### src/pipe_pkg.sv
/*
 * Shared definitions for the integer execution pipeline
 * Datapath widths, buffer depths, opcode and operand-select
 * encodings, and the packets that pass between the stages
 */
`default_nettype none

package pipe_pkg;

	// Datapath widths
	localparam int DATA_W = 32;
	localparam int REG_AW = 3;
	localparam int IMM_W  = 16;

	// Ingress depth doubles as the upstream's starting credit count
	localparam int INGRESS_DEPTH = 4;
	localparam int EGRESS_DEPTH  = 4;

	// Pointer and occupancy widths
	localparam int INGRESS_AW    = $clog2(INGRESS_DEPTH);
	localparam int INGRESS_CNT_W = $clog2(INGRESS_DEPTH + 1);
	localparam int EGRESS_AW     = $clog2(EGRESS_DEPTH);
	localparam int EGRESS_CNT_W  = $clog2(EGRESS_DEPTH + 1);

	// Output credit counter saturates at its top value
	localparam int CREDIT_W = 8;

	typedef enum logic [2:0] {
		OP_ADD  = 3'd0,
		OP_SUB  = 3'd1,
		OP_AND  = 3'd2,
		OP_OR   = 3'd3,
		OP_XOR  = 3'd4,
		OP_ADDI = 3'd5,
		OP_SLL  = 3'd6,
		OP_NOP  = 3'd7
	} opcode_t;

	// Operand source, immediate only on B
	typedef enum logic [1:0] {
		SEL_RF      = 2'd0,
		SEL_IMM     = 2'd1,
		SEL_EX_FORW = 2'd2,
		SEL_WB_FORW = 2'd3
	} opsel_t;

	typedef struct packed {
		opcode_t           opcode;
		logic [REG_AW-1:0] rd;
		logic [REG_AW-1:0] ra;
		logic [REG_AW-1:0] rb;
		logic [IMM_W-1:0]  imm;
	} instr_t;

	typedef struct packed {
		logic [REG_AW-1:0] rd;
		logic [DATA_W-1:0] value;
	} result_t;

	// Control bundle that rides with the operands into execute
	typedef struct packed {
		opcode_t           opcode;
		logic [REG_AW-1:0] rd;
		logic              valid;
	} exec_op_t;

endpackage

`default_nettype wire

### src/instr_ingress.sv
/*
 * Instruction ingress buffer
 * Circular FIFO fed by the credit-holding upstream
 * Every pop returns one credit through a registered pulse
 */
`default_nettype none

module instr_ingress (
	input  logic             clk,
	input  logic             rst_n,
	input  logic             in_valid,
	input  pipe_pkg::instr_t in_instr,
	output logic             in_credit,
	output logic             head_valid,
	output pipe_pkg::instr_t head_instr,
	input  logic             head_pop
);
	import pipe_pkg::*;

	instr_t                   mem [INGRESS_DEPTH];
	logic [INGRESS_AW-1:0]    wr_ptr;
	logic [INGRESS_AW-1:0]    rd_ptr;
	logic [INGRESS_CNT_W-1:0] count;
	logic                     full;
	logic                     wr_en;
	logic                     rd_en;

	assign full = (count == INGRESS_CNT_W'(INGRESS_DEPTH));
	// Write into a full buffer is lost
	assign wr_en = in_valid && !full;
	assign rd_en = head_pop && head_valid;

	// Head is visible the cycle after its write
	assign head_valid = (count != '0);
	assign head_instr = mem[rd_ptr];

	// Storage
	always_ff @(posedge clk) begin
		if (wr_en)
			mem[wr_ptr] <= in_instr;
	end

	always_ff @(posedge clk or negedge rst_n) begin
		if (!rst_n) begin
			wr_ptr    <= '0;
			rd_ptr    <= '0;
			count     <= '0;
			in_credit <= 1'b0;
		end else begin
			if (wr_en)
				wr_ptr <= wr_ptr + 1'b1;
			if (rd_en)
				rd_ptr <= rd_ptr + 1'b1;
			// Occupancy
			case ({wr_en, rd_en})
				2'b10:   count <= count + 1'b1;
				2'b01:   count <= count - 1'b1;
				default: count <= count;
			endcase
			// Freed slot goes back upstream
			in_credit <= rd_en;
		end
	end

endmodule

`default_nettype wire

### src/issue_ctrl.sv
/*
 * Issue control
 * Decodes the ingress head, reads source indexes, picks each
 * operand's source from the in-flight destinations, and stops
 * the pipeline when egress room runs short
 */
`default_nettype none

module issue_ctrl (
	input  logic                           head_valid,
	input  pipe_pkg::instr_t               head_instr,
	output logic                           head_pop,
	output logic [pipe_pkg::REG_AW-1:0]    rd_idx_a,
	output logic [pipe_pkg::REG_AW-1:0]    rd_idx_b,
	output pipe_pkg::opsel_t               sel_a,
	output pipe_pkg::opsel_t               sel_b,
	output logic [pipe_pkg::DATA_W-1:0]    imm_ext,
	output pipe_pkg::exec_op_t             id_op,
	input  logic [pipe_pkg::REG_AW-1:0]    ex_dest,
	input  logic [pipe_pkg::REG_AW-1:0]    wb_dest,
	input  logic                           ex_dest_valid,
	input  logic                           wb_valid,
	input  logic [pipe_pkg::EGRESS_CNT_W-1:0] egress_free,
	output logic                           freeze
);
	import pipe_pkg::*;

	logic [EGRESS_CNT_W-1:0] in_flight;

	// Newest producer wins, then writeback, then the register file
	function automatic opsel_t fwd_sel(
		input logic [REG_AW-1:0] src,
		input logic [REG_AW-1:0] ex_rd,
		input logic              ex_live,
		input logic [REG_AW-1:0] wb_rd,
		input logic              wb_live
	);
		opsel_t sel;
		if (ex_live && (ex_rd == src))
			sel = SEL_EX_FORW;
		else if (wb_live && (wb_rd == src))
			sel = SEL_WB_FORW;
		else
			sel = SEL_RF;
		return sel;
	endfunction

	//////////////////////////////////////////////////
	// Freeze from egress room
	//////////////////////////////////////////////////

	// Results still to be pushed ahead of the head
	assign in_flight = EGRESS_CNT_W'(ex_dest_valid) + EGRESS_CNT_W'(wb_valid);
	// Each in-flight result needs a slot before anything new moves
	assign freeze   = (egress_free <= in_flight);
	assign head_pop = head_valid && !freeze;

	//////////////////////////////////////////////////
	// Decode and operand select
	//////////////////////////////////////////////////

	assign rd_idx_a = head_instr.ra;
	assign rd_idx_b = head_instr.rb;

	assign imm_ext = {{(DATA_W - IMM_W){head_instr.imm[IMM_W-1]}}, head_instr.imm};

	always_comb begin
		sel_a = fwd_sel(head_instr.ra, ex_dest, ex_dest_valid, wb_dest, wb_valid);
		// ADDI takes its B operand from the immediate
		if (head_instr.opcode == OP_ADDI)
			sel_b = SEL_IMM;
		else
			sel_b = fwd_sel(head_instr.rb, ex_dest, ex_dest_valid, wb_dest, wb_valid);
	end

	// No pop means a bubble heads into execute
	always_comb begin
		id_op.opcode = head_instr.opcode;
		id_op.rd     = head_instr.rd;
		id_op.valid  = head_pop;
	end

endmodule

`default_nettype wire

### src/reg_file.sv
/*
 * Register file
 * Eight 32-bit registers, two asynchronous read ports
 * and one synchronous write port from writeback
 */
`default_nettype none

module reg_file (
	input  logic                        clk,
	input  logic                        rst_n,
	input  logic [pipe_pkg::REG_AW-1:0] rd_idx_a,
	input  logic [pipe_pkg::REG_AW-1:0] rd_idx_b,
	output logic [pipe_pkg::DATA_W-1:0] rf_data_a,
	output logic [pipe_pkg::DATA_W-1:0] rf_data_b,
	input  logic                        wr_en,
	input  logic [pipe_pkg::REG_AW-1:0] wr_idx,
	input  logic [pipe_pkg::DATA_W-1:0] wr_data
);
	import pipe_pkg::*;

	localparam int NUM_REGS = 2 ** REG_AW;

	logic [DATA_W-1:0] regs [NUM_REGS];

	// Architectural state starts at zero, register 0 included
	always_ff @(posedge clk or negedge rst_n) begin
		if (!rst_n) begin
			for (int i = 0; i < NUM_REGS; i++)
				regs[i] <= '0;
		end else if (wr_en) begin
			regs[wr_idx] <= wr_data;
		end
	end

	// Reads see a write from the following cycle on
	assign rf_data_a = regs[rd_idx_a];
	assign rf_data_b = regs[rd_idx_b];

endmodule

`default_nettype wire

### src/operand_mux.sv
/*
 * Operand stage
 * Forwarding muxes for both operands and the operand
 * registers that feed execute, held while frozen
 */
`default_nettype none

module operand_mux (
	input  logic                        clk,
	input  logic                        rst_n,
	input  logic                        freeze,
	input  logic [pipe_pkg::DATA_W-1:0] rf_data_a,
	input  logic [pipe_pkg::DATA_W-1:0] rf_data_b,
	input  logic [pipe_pkg::DATA_W-1:0] imm_ext,
	input  logic [pipe_pkg::DATA_W-1:0] ex_forw,
	input  logic [pipe_pkg::DATA_W-1:0] wb_forw,
	input  pipe_pkg::opsel_t            sel_a,
	input  pipe_pkg::opsel_t            sel_b,
	input  pipe_pkg::exec_op_t          id_op,
	output logic [pipe_pkg::DATA_W-1:0] operand_a,
	output logic [pipe_pkg::DATA_W-1:0] operand_b,
	output pipe_pkg::exec_op_t          ex_op
);
	import pipe_pkg::*;

	logic [DATA_W-1:0] muxed_a;
	logic [DATA_W-1:0] muxed_b;

	// Operand A, immediate not selectable
	always_comb begin
		case (sel_a)
			SEL_EX_FORW: muxed_a = ex_forw;
			SEL_WB_FORW: muxed_a = wb_forw;
			default:     muxed_a = rf_data_a;
		endcase
	end

	// Operand B
	always_comb begin
		case (sel_b)
			SEL_IMM:     muxed_b = imm_ext;
			SEL_EX_FORW: muxed_b = ex_forw;
			SEL_WB_FORW: muxed_b = wb_forw;
			default:     muxed_b = rf_data_b;
		endcase
	end

	// Operand values
	always_ff @(posedge clk) begin
		if (!freeze) begin
			operand_a <= muxed_a;
			operand_b <= muxed_b;
		end
	end

	// Control follows the same hold
	always_ff @(posedge clk or negedge rst_n) begin
		if (!rst_n)
			ex_op <= '0;
		else if (!freeze)
			ex_op <= id_op;
	end

endmodule

`default_nettype wire

### src/exec_unit.sv
/*
 * Execute stage
 * Opcode-driven ALU on the registered operands, and the
 * writeback register behind it
 */
`default_nettype none

module exec_unit (
	input  logic                        clk,
	input  logic                        rst_n,
	input  logic                        freeze,
	input  logic [pipe_pkg::DATA_W-1:0] operand_a,
	input  logic [pipe_pkg::DATA_W-1:0] operand_b,
	input  pipe_pkg::exec_op_t          ex_op,
	output logic [pipe_pkg::DATA_W-1:0] ex_forw,
	output logic [pipe_pkg::REG_AW-1:0] ex_dest,
	output logic                        ex_dest_valid,
	output logic [pipe_pkg::DATA_W-1:0] wb_forw,
	output logic [pipe_pkg::REG_AW-1:0] wb_dest,
	output logic                        wb_valid
);
	import pipe_pkg::*;

	logic [DATA_W-1:0] alu_res;

	//////////////////////////////////////////////////
	// ALU
	//////////////////////////////////////////////////

	always_comb begin
		case (ex_op.opcode)
			OP_ADD:  alu_res = operand_a + operand_b;
			OP_SUB:  alu_res = operand_a - operand_b;
			OP_AND:  alu_res = operand_a & operand_b;
			OP_OR:   alu_res = operand_a | operand_b;
			OP_XOR:  alu_res = operand_a ^ operand_b;
			// B already holds the sign-extended immediate
			OP_ADDI: alu_res = operand_a + operand_b;
			OP_SLL:  alu_res = operand_a << operand_b[4:0];
			default: alu_res = '0;
		endcase
	end

	// Live result for forwarding, NOP has no destination
	assign ex_forw       = alu_res;
	assign ex_dest       = ex_op.rd;
	assign ex_dest_valid = ex_op.valid && (ex_op.opcode != OP_NOP);

	//////////////////////////////////////////////////
	// Writeback register
	//////////////////////////////////////////////////

	// Payload holds across a freeze
	always_ff @(posedge clk) begin
		if (!freeze) begin
			wb_forw <= alu_res;
			wb_dest <= ex_op.rd;
		end
	end

	// Writeback pushes once and then drains while execute is held
	always_ff @(posedge clk or negedge rst_n) begin
		if (!rst_n)
			wb_valid <= 1'b0;
		else if (freeze)
			wb_valid <= 1'b0;
		else
			wb_valid <= ex_dest_valid;
	end

endmodule

`default_nettype wire

### src/result_egress.sv
/*
 * Result egress buffer
 * FIFO of results with a credit counter from the consumer
 * One registered out_valid pulse per result, only with credit
 */
`default_nettype none

module result_egress (
	input  logic                              clk,
	input  logic                              rst_n,
	input  logic                              push,
	input  pipe_pkg::result_t                 push_result,
	output logic [pipe_pkg::EGRESS_CNT_W-1:0] egress_free,
	input  logic                              out_credit,
	output logic                              out_valid,
	output pipe_pkg::result_t                 out_result
);
	import pipe_pkg::*;

	result_t                 mem [EGRESS_DEPTH];
	logic [EGRESS_AW-1:0]    wr_ptr;
	logic [EGRESS_AW-1:0]    rd_ptr;
	logic [EGRESS_CNT_W-1:0] count;
	logic [CREDIT_W-1:0]     credit;
	logic                    wr_en;
	logic                    send;

	assign egress_free = EGRESS_CNT_W'(EGRESS_DEPTH) - count;
	assign wr_en       = push && (egress_free != '0);
	// Send needs a stored result and a granted slot
	assign send        = (count != '0) && (credit != '0);

	always_ff @(posedge clk) begin
		if (wr_en)
			mem[wr_ptr] <= push_result;
		if (send)
			out_result <= mem[rd_ptr];
	end

	always_ff @(posedge clk or negedge rst_n) begin
		if (!rst_n) begin
			wr_ptr    <= '0;
			rd_ptr    <= '0;
			count     <= '0;
			credit    <= '0;
			out_valid <= 1'b0;
		end else begin
			if (wr_en)
				wr_ptr <= wr_ptr + 1'b1;
			if (send)
				rd_ptr <= rd_ptr + 1'b1;
			count <= count + EGRESS_CNT_W'(wr_en) - EGRESS_CNT_W'(send);
			// Credit in, credit out, saturate at the top
			if (out_credit && !send && (credit != '1))
				credit <= credit + 1'b1;
			else if (!out_credit && send)
				credit <= credit - 1'b1;
			out_valid <= send;
		end
	end

endmodule

`default_nettype wire

### src/alu_core_top.sv
/*
 * Integer execution pipeline top level
 * Ingress buffer, issue and register file, operand stage,
 * execute and writeback, then the egress buffer
 */
`default_nettype none

module alu_core_top (
	input  logic              clk,
	input  logic              rst_n,
	input  logic              in_valid,
	input  pipe_pkg::instr_t  in_instr,
	output logic              in_credit,
	input  logic              out_credit,
	output logic              out_valid,
	output pipe_pkg::result_t out_result
);
	import pipe_pkg::*;

	// Ingress to issue
	logic                    head_valid;
	instr_t                  head_instr;
	logic                    head_pop;
	// Issue to register file and operand stage
	logic [REG_AW-1:0]       rd_idx_a;
	logic [REG_AW-1:0]       rd_idx_b;
	logic [DATA_W-1:0]       rf_data_a;
	logic [DATA_W-1:0]       rf_data_b;
	opsel_t                  sel_a;
	opsel_t                  sel_b;
	logic [DATA_W-1:0]       imm_ext;
	exec_op_t                id_op;
	logic                    freeze;
	// Operand stage to execute
	logic [DATA_W-1:0]       operand_a;
	logic [DATA_W-1:0]       operand_b;
	exec_op_t                ex_op;
	// Execute and writeback feedback
	logic [DATA_W-1:0]       ex_forw;
	logic [REG_AW-1:0]       ex_dest;
	logic                    ex_dest_valid;
	logic [DATA_W-1:0]       wb_forw;
	logic [REG_AW-1:0]       wb_dest;
	logic                    wb_valid;
	logic [EGRESS_CNT_W-1:0] egress_free;

	//////////////////////////////////////////////////
	// Input side
	//////////////////////////////////////////////////

	instr_ingress u_instr_ingress (
		.clk        (clk),
		.rst_n      (rst_n),
		.in_valid   (in_valid),
		.in_instr   (in_instr),
		.in_credit  (in_credit),
		.head_valid (head_valid),
		.head_instr (head_instr),
		.head_pop   (head_pop)
	);

	//////////////////////////////////////////////////
	// Processing part
	//////////////////////////////////////////////////

	issue_ctrl u_issue_ctrl (
		.head_valid    (head_valid),
		.head_instr    (head_instr),
		.head_pop      (head_pop),
		.rd_idx_a      (rd_idx_a),
		.rd_idx_b      (rd_idx_b),
		.sel_a         (sel_a),
		.sel_b         (sel_b),
		.imm_ext       (imm_ext),
		.id_op         (id_op),
		.ex_dest       (ex_dest),
		.wb_dest       (wb_dest),
		.ex_dest_valid (ex_dest_valid),
		.wb_valid      (wb_valid),
		.egress_free   (egress_free),
		.freeze        (freeze)
	);

	// Writeback doubles as the write port
	reg_file u_reg_file (
		.clk       (clk),
		.rst_n     (rst_n),
		.rd_idx_a  (rd_idx_a),
		.rd_idx_b  (rd_idx_b),
		.rf_data_a (rf_data_a),
		.rf_data_b (rf_data_b),
		.wr_en     (wb_valid),
		.wr_idx    (wb_dest),
		.wr_data   (wb_forw)
	);

	operand_mux u_operand_mux (
		.clk       (clk),
		.rst_n     (rst_n),
		.freeze    (freeze),
		.rf_data_a (rf_data_a),
		.rf_data_b (rf_data_b),
		.imm_ext   (imm_ext),
		.ex_forw   (ex_forw),
		.wb_forw   (wb_forw),
		.sel_a     (sel_a),
		.sel_b     (sel_b),
		.id_op     (id_op),
		.operand_a (operand_a),
		.operand_b (operand_b),
		.ex_op     (ex_op)
	);

	exec_unit u_exec_unit (
		.clk           (clk),
		.rst_n         (rst_n),
		.freeze        (freeze),
		.operand_a     (operand_a),
		.operand_b     (operand_b),
		.ex_op         (ex_op),
		.ex_forw       (ex_forw),
		.ex_dest       (ex_dest),
		.ex_dest_valid (ex_dest_valid),
		.wb_forw       (wb_forw),
		.wb_dest       (wb_dest),
		.wb_valid      (wb_valid)
	);

	//////////////////////////////////////////////////
	// Output side
	//////////////////////////////////////////////////

	// Result packet is rd followed by value
	result_egress u_result_egress (
		.clk         (clk),
		.rst_n       (rst_n),
		.push        (wb_valid),
		.push_result ({wb_dest, wb_forw}),
		.egress_free (egress_free),
		.out_credit  (out_credit),
		.out_valid   (out_valid),
		.out_result  (out_result)
	);

endmodule

`default_nettype wire

### config.mk
export PLATFORM = sky130hd
export DESIGN_NAME = alu_core_top
export DESIGN_NICKNAME = d
export VERILOG_FILES = /design/src/pipe_pkg.sv /design/src/instr_ingress.sv /design/src/issue_ctrl.sv /design/src/reg_file.sv /design/src/operand_mux.sv /design/src/exec_unit.sv /design/src/result_egress.sv /design/src/alu_core_top.sv
export SDC_FILE = /design/constraint.sdc
export NUM_CORES = 1
export LEC_CHECK = 0
export ABC_CLOCK_PERIOD_IN_PS = 11840
export BUFFER_PORTS_ARGS = -buffer_cell sky130_fd_sc_hd__clkbuf_2
export CAP_MARGIN = 30
export CORE_MARGIN = 2
export CORE_UTILIZATION = 42
export CTS_CLUSTER_SIZE = 12
export DETAILED_ROUTE_END_ITERATION = 12
export REMOVE_ABC_BUFFERS = 1
export SYNTH_ARGS = -nofsm -noshare
export SYNTH_HDL_FRONTEND = slang
export SYNTH_SLANG_ARGS = --single-unit
### constraint.sdc
create_clock -name clk -period 11.84 [get_ports clk]
set_input_delay 0.592 -clock clk [delete_from_list [all_inputs] [get_ports clk]]
set_output_delay 0.592 -clock clk [all_outputs]
set_load 0.1 [all_outputs]
==> results of run 1 <==
==> final timing paths <==
path	slack, ns	to	cells past startpoint
setup / recovery	6.05	u_operand_mux.operand_b[26]	17
hold / removal	-0.04	u_result_egress.out_valid	1
setup reg to reg	6.05	u_operand_mux.operand_b[26]	17
hold reg to reg	0.50	u_result_egress.credit[7]	1
max in group asynchronous	9.89	u_instr_ingress.rd_ptr[0]	4
min in group clk	0.17	u_instr_ingress.mem[3][20]	1
==> layer usage <==
| layer | vias up | track usage (%) |
|---|---|---|
| li1 | 10100 | - |
| met1 | 12100 | 28.9 |
| met2 | 566 | 39.3 |
| met3 | 157 | 2.89 |
| met4 | 0 | 8.44 |
| met5 | - | 0 |
==> worst max-delay path, delay by kind of cell, from the launching register on <==
kind,cells,cell delay [ns]
compound gates,5,1.59
simple gates,6,1.30
buf+inv,2,1.08
fa+ha+maj,2,0.80
flops,1,0.35
mux,1,0.28
xor+xnor,1,0.10
==> through the flow <==
step,hold slack [ns],utilization [%],worst slack [ns]
after floorplan,0.296,-,6.13
after global placement,0.485,44.1,6.28
after detailed placement,0.487,44.1,6.16
after CTS,0.00673,47.0,6.12
after global routing,0.00893,47.1,5.65
final,-0.0410,47.1,6.05
==> cells in the mapped netlist (22+ instances only) <==
cell type    n
dfrtp_1    288
inv_1      107
nand3_1     26
clkbuf_1   115
xnor2_1     64
ha_1       127
edfxtp_1   386
mux2i_1     70
nand2_1    171
a21oi_1    105
buf_2       27
a31oi_1     25
buf_1       42
a211oi_1    22
mux2_2     292
o22ai_1     26
mux4_2     214
o21ai_0     72
o211ai_1    29
a22oi_1     36
nor2_1     106
==> layout by cell type (no fill, tap or decap), types with 26 or more instances in the layout <==
cell type	Yosys	layout
a21oi_1	105	105
a22oi_1	36	36
buf_4	1	51
clkbuf_16	0	79
clkbuf_2	6	67
dfrtp_1	288	286
edfxtp_1	386	386
ha_1	127	127
inv_1	107	106
mux2_2	292	292
mux2i_1	70	70
mux4_2	214	212
nand2_1	171	170
nand3_1	26	26
nor2_1	106	104
o211ai_1	29	29
o21ai_0	72	72
o22ai_1	26	26
xnor2_1	64	64
==> sequential cells by signal (all words and copies together), names as in the netlist <==
register and cells:
u_result_egress.mem 140, u_instr_ingress.wr_ptr 2, u_result_egress.rd_ptr 2, u_instr_ingress.count 3, u_instr_ingress.mem 112, u_instr_ingress.in_credit 1, u_operand_mux.ex_op 7, u_result_egress.count 3
u_result_egress.out_valid 1, u_result_egress.wr_ptr 2, u_exec_unit.wb_dest 3, u_operand_mux.operand_a 32, u_result_egress.credit 8, u_exec_unit.wb_valid 1, u_result_egress.out_result 35, u_reg_file.regs 256
u_instr_ingress.rd_ptr 2, u_operand_mux.operand_b 32, u_exec_unit.wb_forw 32
==> layout make-up <==
type                            instances  area (µm²)  area share (%)
Tap cell                             1144        1430            3.57
Sequential cell                       674       18800            46.9
Inverter                              110         413            1.03
Clock buffer                          108        2170            5.41
Multi-Input combinational cell       1643       16100            40.2
Timing Repair Buffer                  125         845            2.11
Clock inverter                         34         302           0.753
==> logic make-up after synthesis <==
logic type	after synthesis
buffers and inverters	301
AND/OR/NAND/NOR	427
flip-flops	674
adder cells (fa/ha/maj)	131
multiplexers	576
XOR/XNOR	74
AO/OA/AOI/OAI	435
==> metrics.md, run 1 <==
| Metric | Value |
|---|---|
| Main combinational cell family by area after synthesis | multiplexers |
| RSZ-0062 raised after global routing | false |
| Status | finished, violations left |
| Synth Area in Adders | 4.64% |
| Die area | 88,100 µm² |
| Pre-antenna DRT Iters | 7 |
| Antenna violations before repair | 0 |
| DR DRC count | 0 |
| Crit path time final | 5.79 ns |
| Core box area | 85,000 µm² |
| Worst Setup End Kind | flop |
| DRT met1 WL | 41,400 µm |
| Wire length on met3 | 3920 µm |
| Synth warn | 0 |
| Tot GR Track Use | 22.6% |
| Cell area after layout | 40,100 µm² |
| Antenna cell count | 0 |
| Crit-path cells | buf_4 -> inv_1 -> ha_1 -> nand3_1 -> nor2_1 -> nand3_1 -> o31ai_1 -> xnor2_1 -> ha_1 -> nand2_1 -> nor2_1 -> nand4bb_1 -> o32ai_1 -> mux2i_1 -> o311ai_0 -> a221oi_1 -> a31oi_1 |
| CP Class | flop to flop |
| Primary FF master, synth | edfxtp_1 |
| Synth unique cells | 81 |
| Global placement routability congestion | 0.947 |
| Fin nets | 2,793 |
| Top post-synthesis cells by area | edfxtp_1 (32%), dfrtp_1 (20%), mux4_2 (13%) |
| Min-Delay Path Class | primary input to asynchronous set/reset pin |
| Largest net degree at the start of global routing | 104 |
| DRT Wirelength | 99,700 µm |
| Htree depth | 3 |
| Post-Synth XOR/XNOR Area | 1.82% |
| Worst Setup SP | u_operand_mux.operand_b[0] |
| Vias per cell | 5.97 |
| TNS Setup | 0 ns |
| Critical Path RT | 12.19 ns |
| Synth Instances | 2,618 |
| Chip Height | 297 µm |
| CP max stage delay | 0.80 ns |
| Die W | 297 µm |
| Fill cell count | 7,459 |
| Crit path launch type | flop |
| Post-synthesis simple-gate area fraction | 5.61% |
| #FFs+latches synth | 674 |
| R2r startpoint | u_operand_mux.operand_b[0] |
| CP max stage cell | inv_1 |
| Max capacitance violation total | 0 |
| Wire length on met2 | 50,900 µm |
| Tcrit/Tclk final | 48.9% |
| Routed Antenna Nets | 0 |
| Max Clk Rate | 0.173 GHz |
| Measured slew at the worst slew-check pin | 1.06 ns |
| Final std cells w/o fill | 3,838 |
| Max FO, Critical Path | 29 |
| Num CTS Buffers | 76 |
| Synthesized area | 36,000 µm² |
| Fin Hold WS | -0.0410 ns |
| Share of cells above drive strength 1 | 28.7% |
| Mux share of post-synthesis cell area | 24.5% |
| Failing checks | negative hold slack |
| Post-synth EDFFs | 386 |
| Seq/Total Area, Yosys | 52.2% |
| Initial Utilization | 42.3% |
| Vias in the first global route | 24.2k |
| I/O Buffers | 68 |
| Initial DRC Count | 1,827 |
| Root Driver | clkbuf_16 |
| Yosys top cell area share | 32.2% |
| Detailed-route wire length per cell | 26.0 µm |
| DR vias | 22.9k |
| Gr ovfl total | 0 |
| Setup violations, final | 0 |
| Placed insts | 3,693 |
| Hold bufs inserted after CTS | 0 |
| CTS tree | built |
| Area growth, synth to finish | 11.3% |
| Syn Area/Cell | 13.7 µm² |
| Clk_lat worst skew | 0.64 ns |
| Clock Tree Buf Depth | 3 |
| Worst slew margin | 28.6% |
| First-pass GRT wire length | 152,000 µm |
| Synth area leader | edfxtp_1 |
| Ys async rst share | 42.7% |
| Clock slew at reported path FFs | 0.06 ns |
| Placed Area | 37,500 µm² |
| Top Metal Used | met4 |
| Complex-gate fraction of the synthesized area | 7.97% |
| Post-CTS setup buffers | 0 |
| Rows | 107 |
| Final hold vios | 1 |
| Post-Route Skew | 0.0230 ns |
| I/O pins | 69 |
| HPWL Detailed | 67,700 µm |
| Clock sinks | 674 |
| Max Slew Vio Count | 0 |
| Post_cts resized | 0 |
| CP arrival | 6.14 ns |
Power of run 1 is not shown: default switching activity piles up to over one toggle a cycle in this logic, so the estimate is an artifact.
==> inputs of run 2 (changes only) <==
--- a/config.mk
+++ b/config.mk
@@ -5,7 +5,7 @@
 export SDC_FILE = /design/constraint.sdc
 export NUM_CORES = 1
 export LEC_CHECK = 0
-export ABC_CLOCK_PERIOD_IN_PS = 11840
+export ABC_CLOCK_PERIOD_IN_PS = 5100
 export BUFFER_PORTS_ARGS = -buffer_cell sky130_fd_sc_hd__clkbuf_2
 export CAP_MARGIN = 30
 export CORE_MARGIN = 2
==> constraint.sdc (replaced) <==
create_clock -name clk -period 5.1 [get_ports clk]
set_input_delay 0.255 -clock clk [delete_from_list [all_inputs] [get_ports clk]]
set_output_delay 0.255 -clock clk [all_outputs]
set_load 0.1 [all_outputs]
==> metrics.md, run 2 (synthesized netlist as in run 1, its figures left out) <==
| Metric | Value |
|---|---|
| Die area | 88,100 µm² (unchanged) |
| Post-Route Skew | 0.0365 ns (+0.0135 ns) |
| Chip Height | 297 µm (unchanged) |
| I/O Buffers | 68 (unchanged) |
| Setup violations, final | 0 (unchanged) |
| Max Slew Vio Count | 0 (unchanged) |
| Gr ovfl total | 0 (unchanged) |
| R2R depth | 14 (-3) |
| Antenna cell count | 0 (unchanged) |
| Worst Setup End Kind | flop |
| Rows | 107 (unchanged) |
| Clock slew at reported path FFs | 0.06 ns (about the same) |
| Initial Utilization | 42.3% (unchanged) |
| HPWL Detailed | 68,300 µm (+0.86%) |
| CP Class | flop to flop |
| Fill cell count | 7,380 (-1.1%) |
| Instance count on the critical path | 14 (-3) |
| Status | complete, no violations |
| Routed Antenna Nets | 0 (unchanged) |
| Crit-path cells | or4_4 -> or3_4 -> nor2_1 -> a31oi_1 -> xnor2_1 -> ha_1 -> buf_4 -> nand4_1 -> a21o_1 -> nor4b_1 -> a211oi_2 -> o21ai_0 -> mux2i_1 -> a211o_1 |
| Max FO, Critical Path | 9 (-69%) |
| DRT Wirelength | 103,000 µm (+2.8%) |
| CP max stage cell | or4_4 |
| RSZ-0062 raised after global routing | false |
| Worst slew margin | 33.0% (+4.4 points) |
| Largest regs | u_reg_file.regs: 256 flops, u_result_egress.mem: 140 flops, u_instr_ingress.mem: 112 flops |
| Min-Delay Path Class | primary input to flop |
| Clock Tree Buf Depth | 3 (unchanged) |
| DR vias | 23.5k (+2.7%) |
| Pre-antenna DRT Iters | 6 (-1) |
| Crit path time final | 4.85 ns (-0.932 ns) |
| Global placement routability congestion | 0.986 (+4.2%) |
| CP Buf/Inv Count | 1 (-1) |
| Clock sinks | 674 (unchanged) |
| Antenna violations before repair | 0 (unchanged) |
| Share of cells above drive strength 1 | 29.5% (+0.78 points) |
| Measured slew at the worst slew-check pin | 0.994 ns (-0.0688 ns) |
| Most common cell after layout, fill and taps aside | edfxtp_1 |
| Htree depth | 3 (unchanged) |
| Core box area | 85,000 µm² (unchanged) |
| Most frequent cells in the layout | edfxtp_1 (386), mux2_2 (292), dfrtp_1 (286) |
| Fin nets | 2,847 (+1.9%) |
| Area growth, synth to finish | 13.1% |
| Die W | 297 µm (unchanged) |
| DR DRC count | 0 (unchanged) |
| Largest register FFs | 256 (unchanged) |
| Register Area | 18,800 µm² (unchanged) |
| Fin Hold WS | 0.0516 ns (+0.0926 ns) |
| Num CTS Buffers | 76 (unchanged) |
| Crit path launch type | flop |
| Multi-input gate area | 16,100 µm² (+0.17%) |
| Top cell family by delay on the critical path | simple AND/OR/NAND/NOR gates |
| Post-CTS setup buffers | 0 (unchanged) |
| Root Driver | clkbuf_16 |
| Max Clk Rate | 0.206 GHz (+19%) |
| Critical Path RT | 5.46 ns (-6.73 ns) |
| CTS tree | built |
| CP arrival | 5.22 ns (-0.92 ns) |
| Largest net degree at the start of global routing | 124 (+19%) |
| Tot GR Track Use | 23.2% (+0.58 points) |
| Max capacitance violation total | 0 (unchanged) |
| Final hold vios | 0 (-1) |
| CP max stage delay | 0.59 ns (-0.21 ns) |
| TNS Setup | 0 ns (unchanged) |
| Initial DRC Count | 2,027 (+11%) |
| Detailed-route wire length per cell | 26.3 µm (+1.4%) |
| I/O pins | 69 (unchanged) |
| First-pass GRT wire length | 156,000 µm (+2.3%) |
| Clk_lat worst skew | 0.63 ns (about the same) |
| Vias in the first global route | 24.9k (+3.0%) |
| Worst hold stages | 4 |
| Vias per cell | 6.05 (+1.2%) |
| Biggest register | u_reg_file.regs |
| Tcrit/Tclk final | 95.2% (+46 points) |
==> run 2: routing by layer <==
layer  global-route usage, %  vias up  routed length (µm)
li1                        -    10200                   -
met1                    30.2    12300               42000
met2                    39.1      804               50800
met3                    2.90      228                5180
met4                    10.1        0                4590
met5                       0        -                   0
==> run 2: final cells by class <==
| class | count | share of cell area [%] |
|---|---|---|
| flip-flops and latches | 674 | 46.2 |
| clock buffers | 109 | 5.32 |
| multi-input cells | 1643 | 39.6 |
| well taps | 1144 | 3.52 |
| inverters | 110 | 1.01 |
| clock inverters | 33 | 0.879 |
| repair buffers | 179 | 3.50 |
==> run 2: final timing paths <==
check	start	endpoint	slack, ns
setup / recovery	u_operand_mux.operand_b[8]	u_operand_mux.operand_b[28]	0.25
hold / removal	in_valid	u_instr_ingress.wr_ptr[0]	0.05
setup reg to reg	u_operand_mux.operand_b[8]	u_operand_mux.operand_b[28]	0.25
hold reg to reg	u_result_egress.credit[7]	u_result_egress.credit[7]	0.50
max in group asynchronous	rst_n	u_instr_ingress.rd_ptr[0]	3.60
min in group asynchronous	rst_n	u_result_egress.out_valid	0.19
==> run 2: worst register-to-register path, stage by stage, from the launching register on <==
cell      delay, ns
edfxtp_1       0.46
or4_4          0.59
or3_4          0.38
nor2_1         0.31
a31oi_1        0.16
xnor2_1        0.15
ha_1           0.29
buf_4          0.16
nand4_1        0.24
a21o_1         0.27
nor4b_1        0.49
a211oi_2       0.15
o21ai_0        0.56
mux2i_1        0.16
a211o_1        0.25
==> run 2: repair_timing <==
| item | in CTS | in global routing |
|---|---|---|
| hold buffers | 29 | 0 |
| gates resized for setup | 0 | 4 |
| endpoints found under the setup margin | 0 | 9 |
| hold endpoints to repair | 191 | 0 |
==> run 2: stage by stage <==
stage,setup slack (ns),cells,area (µm²),utilization (%)
global route,0.0124,3892,40700,47.9
floorplan,-0.606,2427,35200,-
finish,0.245,3892,40700,47.9
CTS,0.0511,3892,40700,47.9
detailed placement,0.0478,3721,37900,44.6
global placement,0.232,3716,37800,44.4
Power of run 2 is left out for the same reason.
